===== src/verilog/synth_pkg.sv =====
// Synth voice package with shared widths, note request struct and voice states
`default_nettype none

package synth_pkg;

    // Frequency in hertz as it comes from the keyboard side
    typedef logic [11:0] freq_t;

    // Wave period in clock cycles
    // Wide enough for the clock rate divided by 1
    typedef logic [19:0] period_t;

    // Signed audio sample
    typedef logic signed [15:0] sample_t;

    // Amplitude times count, formed in the first shaper stage
    typedef logic [35:0] product_t;

    // Note request as seen by the voice controller
    typedef struct packed {
        // Requested pitch
        freq_t freq;
        // Set while the request is a real note
        logic  valid;
    } note_req_t;

    // Voice sequencing states
    typedef enum logic [1:0] {
        // Silent, waiting for a note
        IDLE,
        // First period calculation of a note
        CALC,
        // Waveform running
        PLAY,
        // New period being calculated, old one still audible
        RETUNE
    } voice_state_t;

endpackage

`default_nettype wire


===== src/verilog/period_divider.sv =====
// Period divider, iterative restoring division of the clock rate by the note frequency
`default_nettype none

module period_divider #(
    parameter int CLK_HZ = 1000000
) (
    input  logic             clk,
    input  logic             reset,
    input  logic             start,
    input  synth_pkg::freq_t freq,
    output logic             done,
    output synth_pkg::period_t quotient
);

    import synth_pkg::*;

    // Number of quotient bits, one per iteration
    localparam int STEPS = $bits(period_t);
    localparam int FW = $bits(freq_t);

    // Fixed dividend
    localparam period_t DIVIDEND = period_t'(CLK_HZ);

    logic          busy;
    logic [4:0]    step;
    // Dividend shifts out at the top, quotient bits shift in at the bottom
    period_t       quo_sh;
    freq_t         rem;
    freq_t         divisor;
    logic [FW:0]   trial;
    logic [FW:0]   diff;
    logic          fits;

    // One restoring step
    always_comb begin
        // Bring down the next dividend bit
        trial = {rem, quo_sh[STEPS-1]};
        diff = trial - {1'b0, divisor};
        fits = trial >= {1'b0, divisor};
    end

    // Sequencing, setup cycle on start then 20 iterations
    always_ff @(posedge clk) begin
        if (reset) begin
            busy <= 1'b0;
            done <= 1'b0;
            step <= '0;
        end else begin
            done <= 1'b0;
            // A new start always restarts, any old result is dropped
            if (start) begin
                busy <= 1'b1;
                step <= 5'(STEPS - 1);
            end else if (busy) begin
                step <= step - 5'd1;
                if (step == '0) begin
                    busy <= 1'b0;
                    done <= 1'b1;
                end
            end
        end
    end

    // Datapath
    always_ff @(posedge clk) begin
        if (start) begin
            quo_sh <= DIVIDEND;
            rem <= '0;
            divisor <= freq;
        end else if (busy) begin
            // Remainder stays below the divisor, so the top bit drops
            rem <= fits ? diff[FW-1:0] : trial[FW-1:0];
            quo_sh <= {quo_sh[STEPS-2:0], fits};
            // Last bit, result held until the next start
            if (step == '0) begin
                quotient <= {quo_sh[STEPS-2:0], fits};
            end
        end
    end

endmodule

`default_nettype wire


===== src/verilog/phase_counter.sv =====
// Phase counter, steps through one wave period and restarts on load
`default_nettype none

module phase_counter (
    input  logic               clk,
    input  logic               reset,
    input  logic               load,
    input  logic               run,
    input  synth_pkg::period_t period,
    output synth_pkg::period_t count
);

    import synth_pkg::*;

    // Period of the waveform now playing
    period_t period_q;
    // Final count value of one period
    period_t last;

    assign last = period_q - period_t'(1);

    // Period only changes on load
    always_ff @(posedge clk) begin
        if (load) begin
            period_q <= period;
        end
    end

    // Cycle count within the period
    always_ff @(posedge clk) begin
        if (reset) begin
            count <= '0;
        end else if (load) begin
            // Restart at phase zero with the new period
            count <= '0;
        end else if (!run) begin
            // Parked at zero while silent, so a new note starts clean
            count <= '0;
        end else if (count >= last) begin
            // Wrap at the end of the period
            count <= '0;
        end else begin
            count <= count + period_t'(1);
        end
    end

endmodule

`default_nettype wire


===== src/verilog/wave_shaper.sv =====
// Wave shaper, two stage pipeline forming sawtooth and triangle samples from the phase
`default_nettype none

module wave_shaper #(
    parameter int AMPLITUDE = 8191
) (
    input  logic               clk,
    input  logic               reset,
    input  logic               run,
    input  synth_pkg::period_t count,
    input  synth_pkg::period_t period,
    output synth_pkg::sample_t sig_saw,
    output synth_pkg::sample_t sig_tri
);

    import synth_pkg::*;

    localparam product_t AMP_P = product_t'(AMPLITUDE);
    localparam sample_t AMP_S = sample_t'(AMPLITUDE);
    // Triangle level shift
    localparam sample_t QUARTER = sample_t'(AMPLITUDE >> 2);

    // Period of the wave the count belongs to
    period_t  per_eff;
    // Period used on the previous cycle
    period_t  per_hold;
    // Stage 1 registers
    logic     run1;
    product_t product1;
    period_t  period1;
    logic     half1;
    // Stage 2 arithmetic
    product_t ratio;
    sample_t  offset;
    sample_t  saw_next;
    sample_t  mag;
    sample_t  tri_next;

    // A new period takes effect when the count restarts at zero
    // Until then the old wave keeps its own period
    assign per_eff = (count == '0) ? period : per_hold;

    // Stage 1 control
    always_ff @(posedge clk) begin
        if (reset) begin
            run1 <= 1'b0;
        end else begin
            run1 <= run;
        end
    end

    // Stage 1 datapath, product and half period flag
    always_ff @(posedge clk) begin
        per_hold <= per_eff;
        product1 <= AMP_P * product_t'(count);
        period1 <= per_eff;
        // Second half when twice the count reaches the period
        half1 <= {count, 1'b0} >= {1'b0, per_eff};
    end

    // Stage 2 arithmetic
    always_comb begin
        ratio = product1 / product_t'(period1);
        offset = half1 ? AMP_S : '0;
        // Sawtooth, ramps up then jumps down by the amplitude
        saw_next = sample_t'(ratio[15:0]) - offset;
        // Absolute value folds the ramp into a triangle
        mag = saw_next[15] ? -saw_next : saw_next;
        // Center on zero and scale
        tri_next = (mag - QUARTER) <<< 2;
    end

    // Stage 2 output registers
    always_ff @(posedge clk) begin
        if (reset) begin
            sig_saw <= '0;
            sig_tri <= '0;
        end else if (!run || !run1) begin
            // Silent, also while the pipeline fills after a note starts
            sig_saw <= '0;
            sig_tri <= '0;
        end else begin
            sig_saw <= saw_next;
            sig_tri <= tri_next;
        end
    end

endmodule

`default_nettype wire


===== src/verilog/voice_ctrl.sv =====
// Voice controller, note FSM that runs the divider, loads the counter and gates playback
`default_nettype none

module voice_ctrl (
    input  logic               clk,
    input  logic               reset,
    input  logic               note_on,
    input  logic               note_off,
    input  synth_pkg::freq_t   freq,
    input  logic               div_done,
    input  synth_pkg::period_t quotient,
    output logic               div_start,
    output logic               cnt_load,
    output logic               run,
    output logic               playing,
    output synth_pkg::period_t period,
    output synth_pkg::freq_t   div_freq
);

    import synth_pkg::*;

    voice_state_t state;
    // Request on the inputs this cycle
    note_req_t    new_req;
    // Note now held by the voice
    note_req_t    cur_req;
    logic         retune;

    // Zero frequency never counts as a note
    assign new_req = '{freq: freq, valid: note_on && (freq != '0)};

    // Pitch bend while a note is held
    assign retune = cur_req.valid && (freq != '0) && (freq != cur_req.freq);

    // Divider works on the held frequency
    assign div_freq = cur_req.freq;

    // Counter and shaper run exactly while the voice is audible
    assign run = playing;

    always_ff @(posedge clk) begin
        if (reset) begin
            state <= IDLE;
            cur_req <= '0;
            div_start <= 1'b0;
            cnt_load <= 1'b0;
            playing <= 1'b0;
        end else begin
            // Strobes last one cycle
            div_start <= 1'b0;
            cnt_load <= 1'b0;
            if (note_off) begin
                // Any division still running is simply ignored
                state <= IDLE;
                cur_req.valid <= 1'b0;
                playing <= 1'b0;
            end else begin
                case (state)
                    IDLE: begin
                        if (new_req.valid) begin
                            cur_req <= new_req;
                            div_start <= 1'b1;
                            state <= CALC;
                        end
                    end
                    CALC: begin
                        // First period ready, start sounding
                        if (div_done) begin
                            period <= quotient;
                            cnt_load <= 1'b1;
                            playing <= 1'b1;
                            state <= PLAY;
                        end
                    end
                    PLAY: begin
                        // Old period keeps playing during the calculation
                        if (retune) begin
                            cur_req.freq <= freq;
                            div_start <= 1'b1;
                            state <= RETUNE;
                        end
                    end
                    RETUNE: begin
                        if (div_done) begin
                            period <= quotient;
                            cnt_load <= 1'b1;
                            state <= PLAY;
                        end
                    end
                    default: state <= IDLE;
                endcase
            end
        end
    end

endmodule

`default_nettype wire


===== src/verilog/tone_voice.sv =====
// Tone voice top, one sawtooth and triangle oscillator voice
`default_nettype none

module tone_voice #(
    parameter int CLK_HZ    = 1000000,
    parameter int AMPLITUDE = 8191
) (
    input  logic               clk,
    input  logic               reset,
    input  logic               note_on,
    input  logic               note_off,
    input  synth_pkg::freq_t   freq,
    output synth_pkg::sample_t sig_saw,
    output synth_pkg::sample_t sig_tri,
    output logic               playing
);

    import synth_pkg::*;

    // Controller to divider
    logic    div_start;
    freq_t   div_dividend_freq;
    // Divider back to controller
    logic    div_done;
    period_t quotient;
    // Controller to counter and shaper
    logic    cnt_load;
    logic    run;
    period_t period;
    // Phase of the running wave
    period_t count;

    voice_ctrl u_voice_ctrl (
        .clk       (clk),
        .reset     (reset),
        .note_on   (note_on),
        .note_off  (note_off),
        .freq      (freq),
        .div_done  (div_done),
        .quotient  (quotient),
        .div_start (div_start),
        .cnt_load  (cnt_load),
        .run       (run),
        .playing   (playing),
        .period    (period),
        .div_freq  (div_dividend_freq)
    );

    period_divider #(.CLK_HZ(CLK_HZ)) u_period_divider (
        .clk      (clk),
        .reset    (reset),
        .start    (div_start),
        .freq     (div_dividend_freq),
        .done     (div_done),
        .quotient (quotient)
    );

    phase_counter u_phase_counter (
        .clk    (clk),
        .reset  (reset),
        .load   (cnt_load),
        .run    (run),
        .period (period),
        .count  (count)
    );

    wave_shaper #(.AMPLITUDE(AMPLITUDE)) u_wave_shaper (
        .clk     (clk),
        .reset   (reset),
        .run     (run),
        .count   (count),
        .period  (period),
        .sig_saw (sig_saw),
        .sig_tri (sig_tri)
    );

endmodule

`default_nettype wire


===== config.mk =====
export PLATFORM = sky130hd
export DESIGN_NAME = tone_voice
export DESIGN_NICKNAME = d
export VERILOG_FILES = /design/src/verilog/synth_pkg.sv /design/src/verilog/period_divider.sv /design/src/verilog/phase_counter.sv /design/src/verilog/wave_shaper.sv /design/src/verilog/voice_ctrl.sv /design/src/verilog/tone_voice.sv
export SDC_FILE = /design/constraint.sdc
export NUM_CORES = 2
export LEC_CHECK = 0
export BUFFER_PORTS_ARGS = -buffer_cell sky130_fd_sc_hd__buf_4
export CAP_MARGIN = 20
export CORE_MARGIN = 2
export CORE_UTILIZATION = 55
export CTS_BUF_LIST = sky130_fd_sc_hd__clkbuf_4 sky130_fd_sc_hd__clkbuf_8 sky130_fd_sc_hd__clkbuf_16
export DETAILED_ROUTE_END_ITERATION = 7
export PLACE_DENSITY = 0.74
export SLEW_MARGIN = 20
export SYNTH_ARGS = -nofsm -noshare
export SYNTH_HDL_FRONTEND = slang
export SYNTH_SLANG_ARGS = --single-unit
export TNS_END_PERCENT = 1

===== constraint.sdc =====
create_clock -name clk -period 101.2 [get_ports clk]
set_clock_uncertainty 0.05 [all_clocks]
set_input_delay 5.06 -clock clk [delete_from_list [all_inputs] [get_ports clk]]
set_output_delay 5.06 -clock clk [all_outputs]
set_load 0.05 [all_outputs]

# Word-level counts from Yosys, hierarchy flattened
# Cells that the tools add are included.
dict set report word_totals {
  reg_bits 236
  output_inout_bits 33
}
dict set report classes {
  addsub 7
  mul 1
  div_mod_pow 1
  n_lt_le_gt_ge 3
  eq_ne 7
  muxes 21
  n_bitwise 6
  n_reduce_logical 25
}
# operator count
set ops {}
lappend ops {{33-bit by 20-bit divider with 36-bit output} 1}
lappend ops {{13-bit by 20-bit multiplier with 33-bit output, first input constant} 1}
lappend ops {{13-bit 2-to-1 mux} 2}
lappend ops {{12-bit 2-to-1 mux} 2}
lappend ops {{12-bit one-hot mux with 2 select lines} 1}
lappend ops {{21-bit by 20-bit greater-or-equal comparator with 1-bit output} 1}
lappend ops {{20-bit by 1-bit adder with 20-bit output, second input constant} 1}
lappend ops {{20-bit greater-or-equal comparator} 1}
lappend ops {{20-bit logical NOT} 1}
lappend ops {{20-bit 2-to-1 mux} 1}
lappend ops {{20-bit by 1-bit subtractor with 20-bit output, second input constant} 1}
lappend ops {{16-bit by 14-bit subtractor with 16-bit output} 1}
lappend ops {{14-bit 2-to-1 mux} 1}
lappend ops {{14-bit negation} 1}
lappend ops {{14-bit by 12-bit subtractor with 14-bit output, second input constant} 1}
lappend ops {{13-bit by 12-bit greater-or-equal comparator with 1-bit output} 1}
lappend ops {{12-bit inequality test} 1}
lappend ops {{12-bit nonzero test} 1}
lappend ops {{12-bit subtractor} 1}
lappend ops {{5-bit 2-to-1 mux} 2}
lappend ops {{4-bit AND reduction} 2}
lappend ops {{2-bit OR reduction} 4}
lappend ops {{1-bit 2-to-1 mux} 7}
lappend ops {{2-bit 2-to-1 mux} 3}
lappend ops {{other kinds (17)} 32}

# Depth between registers and ports, before layout
dict set report depth {
  word_depth 5
  depth_mapped 574
}

# Modules after synthesis
# A second synthesis with hierarchy kept.
dict set report unflattened {
  cells_unflattened 5524
  hier_area_um2 44453.9
}
# mod n_inst cells_per_inst area_per_inst_um2 seq_area_each_um2
set by_module_without_submodules {}
lappend by_module_without_submodules {wave_shaper 1 4920 37563.5 1701.6}
lappend by_module_without_submodules {period_divider 1 286 3140.5 1741.7}
lappend by_module_without_submodules {phase_counter 1 210 2263.4 1001.0}
lappend by_module_without_submodules {voice_ctrl 1 108 1486.4 960.9}

# Worst setup path after synthesis
# Ideal clock, no wire load.
dict set report synth_path {
  path_type {reg-to-reg}
  from {reg u_wave_shaper.per_hold[0] (netlist name)}
  to {reg u_wave_shaper.sig_tri[14]}
  setup_time_ns 0.128
  t_arrival_ns 105.435
  path_slack_ns -4.412
  stages_incl_launch_ff 530
  synth_period_minus_slack_ns 105.612
  cell_sequence {dfxtp_1 > inv_1 > ha_1 > o21a_1 > o22a_1 > a41oi_1 > a31oi_1 > ha_1 > o21a_1 > o221ai_1 > a2111oi_4 > a311oi_1 > or2_2 > ha_1 > o211ai_1 > a211o_1 > a211oi_2 > mux2i_1 > [494 not listed] > a21o_1 > a21o_1 > a21o_1 > a21o_1 > or2_2 > xnor2_1 > and2_1 > a22o_1 > nand2_1 > o21ai_0 > inv_1 > nor3_1 > nand2_1 > nor4_1 > nand2_1 > nand2_1 > xnor2_1 > nor2_1}
}
# item line_no
set synth_rtl {}
lappend synth_rtl {{end signal, assigned} wave_shaper.sv:84} ;# sig_tri <= tri_next;
lappend synth_rtl {{end, declared} wave_shaper.sv:13} ;# output synth_pkg::sample_t sig_tri

==> reports/qor.txt <==
Status: finished, violations left
Failing checks: DRC
Worst-margin pin slew: 1300 ps
Initial DRC count: 3,703
Period Utilization, post-route: 96.2%
Routability cong.: 1.03
Synth Register Bits: 234
Clk sinks: 234
Clk root buf: clkbuf_16
Fillers: 6,635
Slew Limit Headroom: 12.6%
Post-synth EDFFs: 72
Most used cell, CP: o21a_1
Starting Density: 55.8%
CTS H-tree depth: 1
Area of placed instances: 48,400 um^2
Final setup violating endpoints: 0
Antenna Nets Post-Route: 0
Cts-stage hold buffer count: 0
Maximum clock insertion buffer count: 3
Part of the Yosys area used for sequential elements: 12.0%
DR pass1 iterations: 8
DRC: 1
Min-delay src: u_period_divider.quotient[7]
Setup TNS: 0 ps
Fin area: 54,100 um^2
Synth Cell Area: 45,100 um^2
Fmax: 0.0103 GHz
Max Transition Viols Final: 0
Routed vias: 45,759
Worst r2r src: u_wave_shaper.per_hold[0]
TritonCTS clock tree: built
Worst-path clk slew: 60 ps
Synth Area per Inst: 7.93 um^2
WS Path Type: flop to flop
Final WL: 147,000 um
Avg WL per Cell: 20.5 um
Count of input and output buffers: 46
Max cap viols: 0
Gate Count Post-Synth: 5,681
First-pass GRT wire length: 222,000 um
CP Data Required Time: 101,600 ps
Critical path's slowest cell: or4_4
GRT Total Usage: 32.2%
Hold crit path type: flop to flop
Layout cell share with drive strength beyond 1: 21.2%
CORE AREA: 80,800 um^2
CTS Buf Count: 27
Worst setup SP type: flop
Tmin final: 97,380 ps
Setup WS post-layout: 3820 ps
Fin nets: 6,935
Ports: 49
Crit path capture type: flop
Worst path max stage delay: 610 ps
Row cnt: 104
Vias in the first global route: 42,235
Pwr dens: 7.57 nW/um^2
Reg2Reg Setup Slack: 3820 ps
Die area: 84,200 um^2
Grt total ovfl: 0
Crit. Startpoint: u_wave_shaper.per_hold[0]
Static leakage: 24.4 nW
Inst Count DP: 6,914
Async SR Flop Fraction: 0%
Final cell utilization of the core: 67.0%
Largest net degree at the start of global routing: 52
Crit Path Max Fanout: 11
Hold Fails Final Rpt: 0
Top_reg_cell synth: dfxtp_1
Area Overhead vs Synth: 20.2%
Clk_lat worst skew: 610 ps
Post-synth cell types: 124
Initial antenna violation count: 1
Die Y-Extent: 290 um
Worst Path Arrival: 97,780 ps
Yosys warns: 0
Die width: 290 um
Setup slack at placement: -2740 ps
Placed wire-length estimate: 112,000 um
Final std cells w/o fill: 7,159
Peak VDD IR: 0.0000136 V
Via density: 6.39
cell usage after synthesis (59+ instances only):
cell type | number | share of area (%)
nor3_1 | 302 | 3.4
a21oi_1 | 377 | 4.2
ha_1 | 697 | 19
a21o_1 | 127 | 2.1
nand3_1 | 99 | 1.1
o31ai_1 | 159 | 2.6
nor2_1 | 497 | 4.1
mux2i_1 | 64 | 1.4
nand2_1 | 420 | 3.5
nand2b_1 | 86 | 1.2
nand4_1 | 62 | 0.86
fa_1 | 145 | 6.4
inv_1 | 301 | 2.5
edfxtp_1 | 72 | 4.8
mux2_2 | 118 | 2.9
and2_1 | 59 | 0.82
xor2_1 | 116 | 2.3
clkbuf_1 | 108 | 0.90
o21a_1 | 257 | 4.3
dfxtp_1 | 162 | 7.2
or2_2 | 61 | 0.85
or3_1 | 78 | 1.1
xnor2_1 | 223 | 4.3
o21ai_0 | 230 | 2.6
nor2b_1 | 71 | 0.99
stage by stage:
stage	total power, mW	hold WS, ps
after floorplan	0.258	350
after global placement	0.294	351
after detailed placement	0.296	355
after CTS	0.396	370
after global routing	0.441	374
final	0.410	369
power by group:
group | switching, mW | leakage [nW] | internal [mW] | total [mW]
Sequential | 0.00310 | 1.98 | 0.100 | 0.104
Combinational | 0.118 | 22.0 | 0.0898 | 0.208
Clock | 0.0444 | 0.433 | 0.0540 | 0.0984
Total | 0.166 | 24.4 | 0.244 | 0.410
cell type report:
class	count	area (um^2)	share of cell area, %
timing repair inverter	1	8.76	0.0162
clock inverter	15	134	0.247
multi-input combinational	4994	41300	76.3
sequential	234	5420	10.0
clock buffer	35	754	1.39
inverter	311	1190	2.20
tap	1060	1330	2.45
timing repair buffer	508	4010	7.41
antenna	1	2.50	0.00462
layout by cell type, fill, tap and decap left out, types with 113 or more instances in the layout:
master,count
a21o_1,126
a21oi_1,291
buf_4,473
dfxtp_1,158
fa_1,145
ha_1,625
inv_1,293
nand2_1,401
nor2_1,464
nor3_1,279
o21a_1,247
o21ai_0,179
o31ai_1,134
xnor2_1,221
xor2_1,113
logic make-up after synthesis:
group                      share of synthesized area (%)
AOI/OAI and AO/OA                                   25.5
xor gates and xnor gates                            6.59
adders and majority gates                           25.8
buffers and inverters                               3.89
DFF                                                 12.0
muxes                                               4.43
other                                            0.00832
and+or+nand+nor                                     21.8
state kept, by name, indices dropped and copies added (netlist names):
name / count
u_wave_shaper.product1: 33
u_period_divider.quo_sh: 20
u_period_divider.quotient: 20
u_phase_counter.count: 20
u_phase_counter.period_q: 20
u_voice_ctrl.period: 20
u_wave_shaper.per_hold: 20
u_wave_shaper.sig_saw: 16
u_wave_shaper.sig_tri: 14
u_period_divider.divisor: 12
u_period_divider.rem: 12
u_voice_ctrl.div_freq: 12
u_period_divider.step: 5
u_voice_ctrl.state: 2
u_period_divider.busy: 1
u_period_divider.done: 1
u_voice_ctrl.cnt_load: 1
u_voice_ctrl.cur_req: 1
u_voice_ctrl.div_start: 1
u_voice_ctrl.playing: 1
u_wave_shaper.half1: 1
u_wave_shaper.run1: 1
worst max-delay path: cells and delay by family, from the launching register on:
family / cells / cell delay, ps
xor+xnor: 3 / 610
fa+ha+maj: 34 / 10150
flops: 1 / 380
compound gates: 305 / 57600
simple gates: 129 / 21010
buf+inv: 40 / 5150
mux: 7 / 2140
metal layers:
layer / part of all wire [%] / track usage, % / vias to the layer above
li1: - / - / 21882
met1: 41 / 41.4 / 21544
met2: 47 / 55.3 / 1824
met3: 7.1 / 4.02 / 509
met4: 4.7 / 11.3 / 0
met5: 0 / 0 / -
what timing repair did:
item,in CTS,in global routing
cloned,1,9
setup buffers,17,167
gates resized for setup,79,605
setup endpoints to repair,23,30
pin swaps,16,251
path summary, 6_finish.rpt:
path	depth (start not counted)	end
hold reg to reg	0	u_voice_ctrl.period[7]
setup reg to reg	518	u_wave_shaper.sig_tri[15]
setup / recovery	518	u_wave_shaper.sig_tri[15]
hold / removal	0	u_voice_ctrl.period[7]
Note: power is estimated with default switching activity, not from simulation.
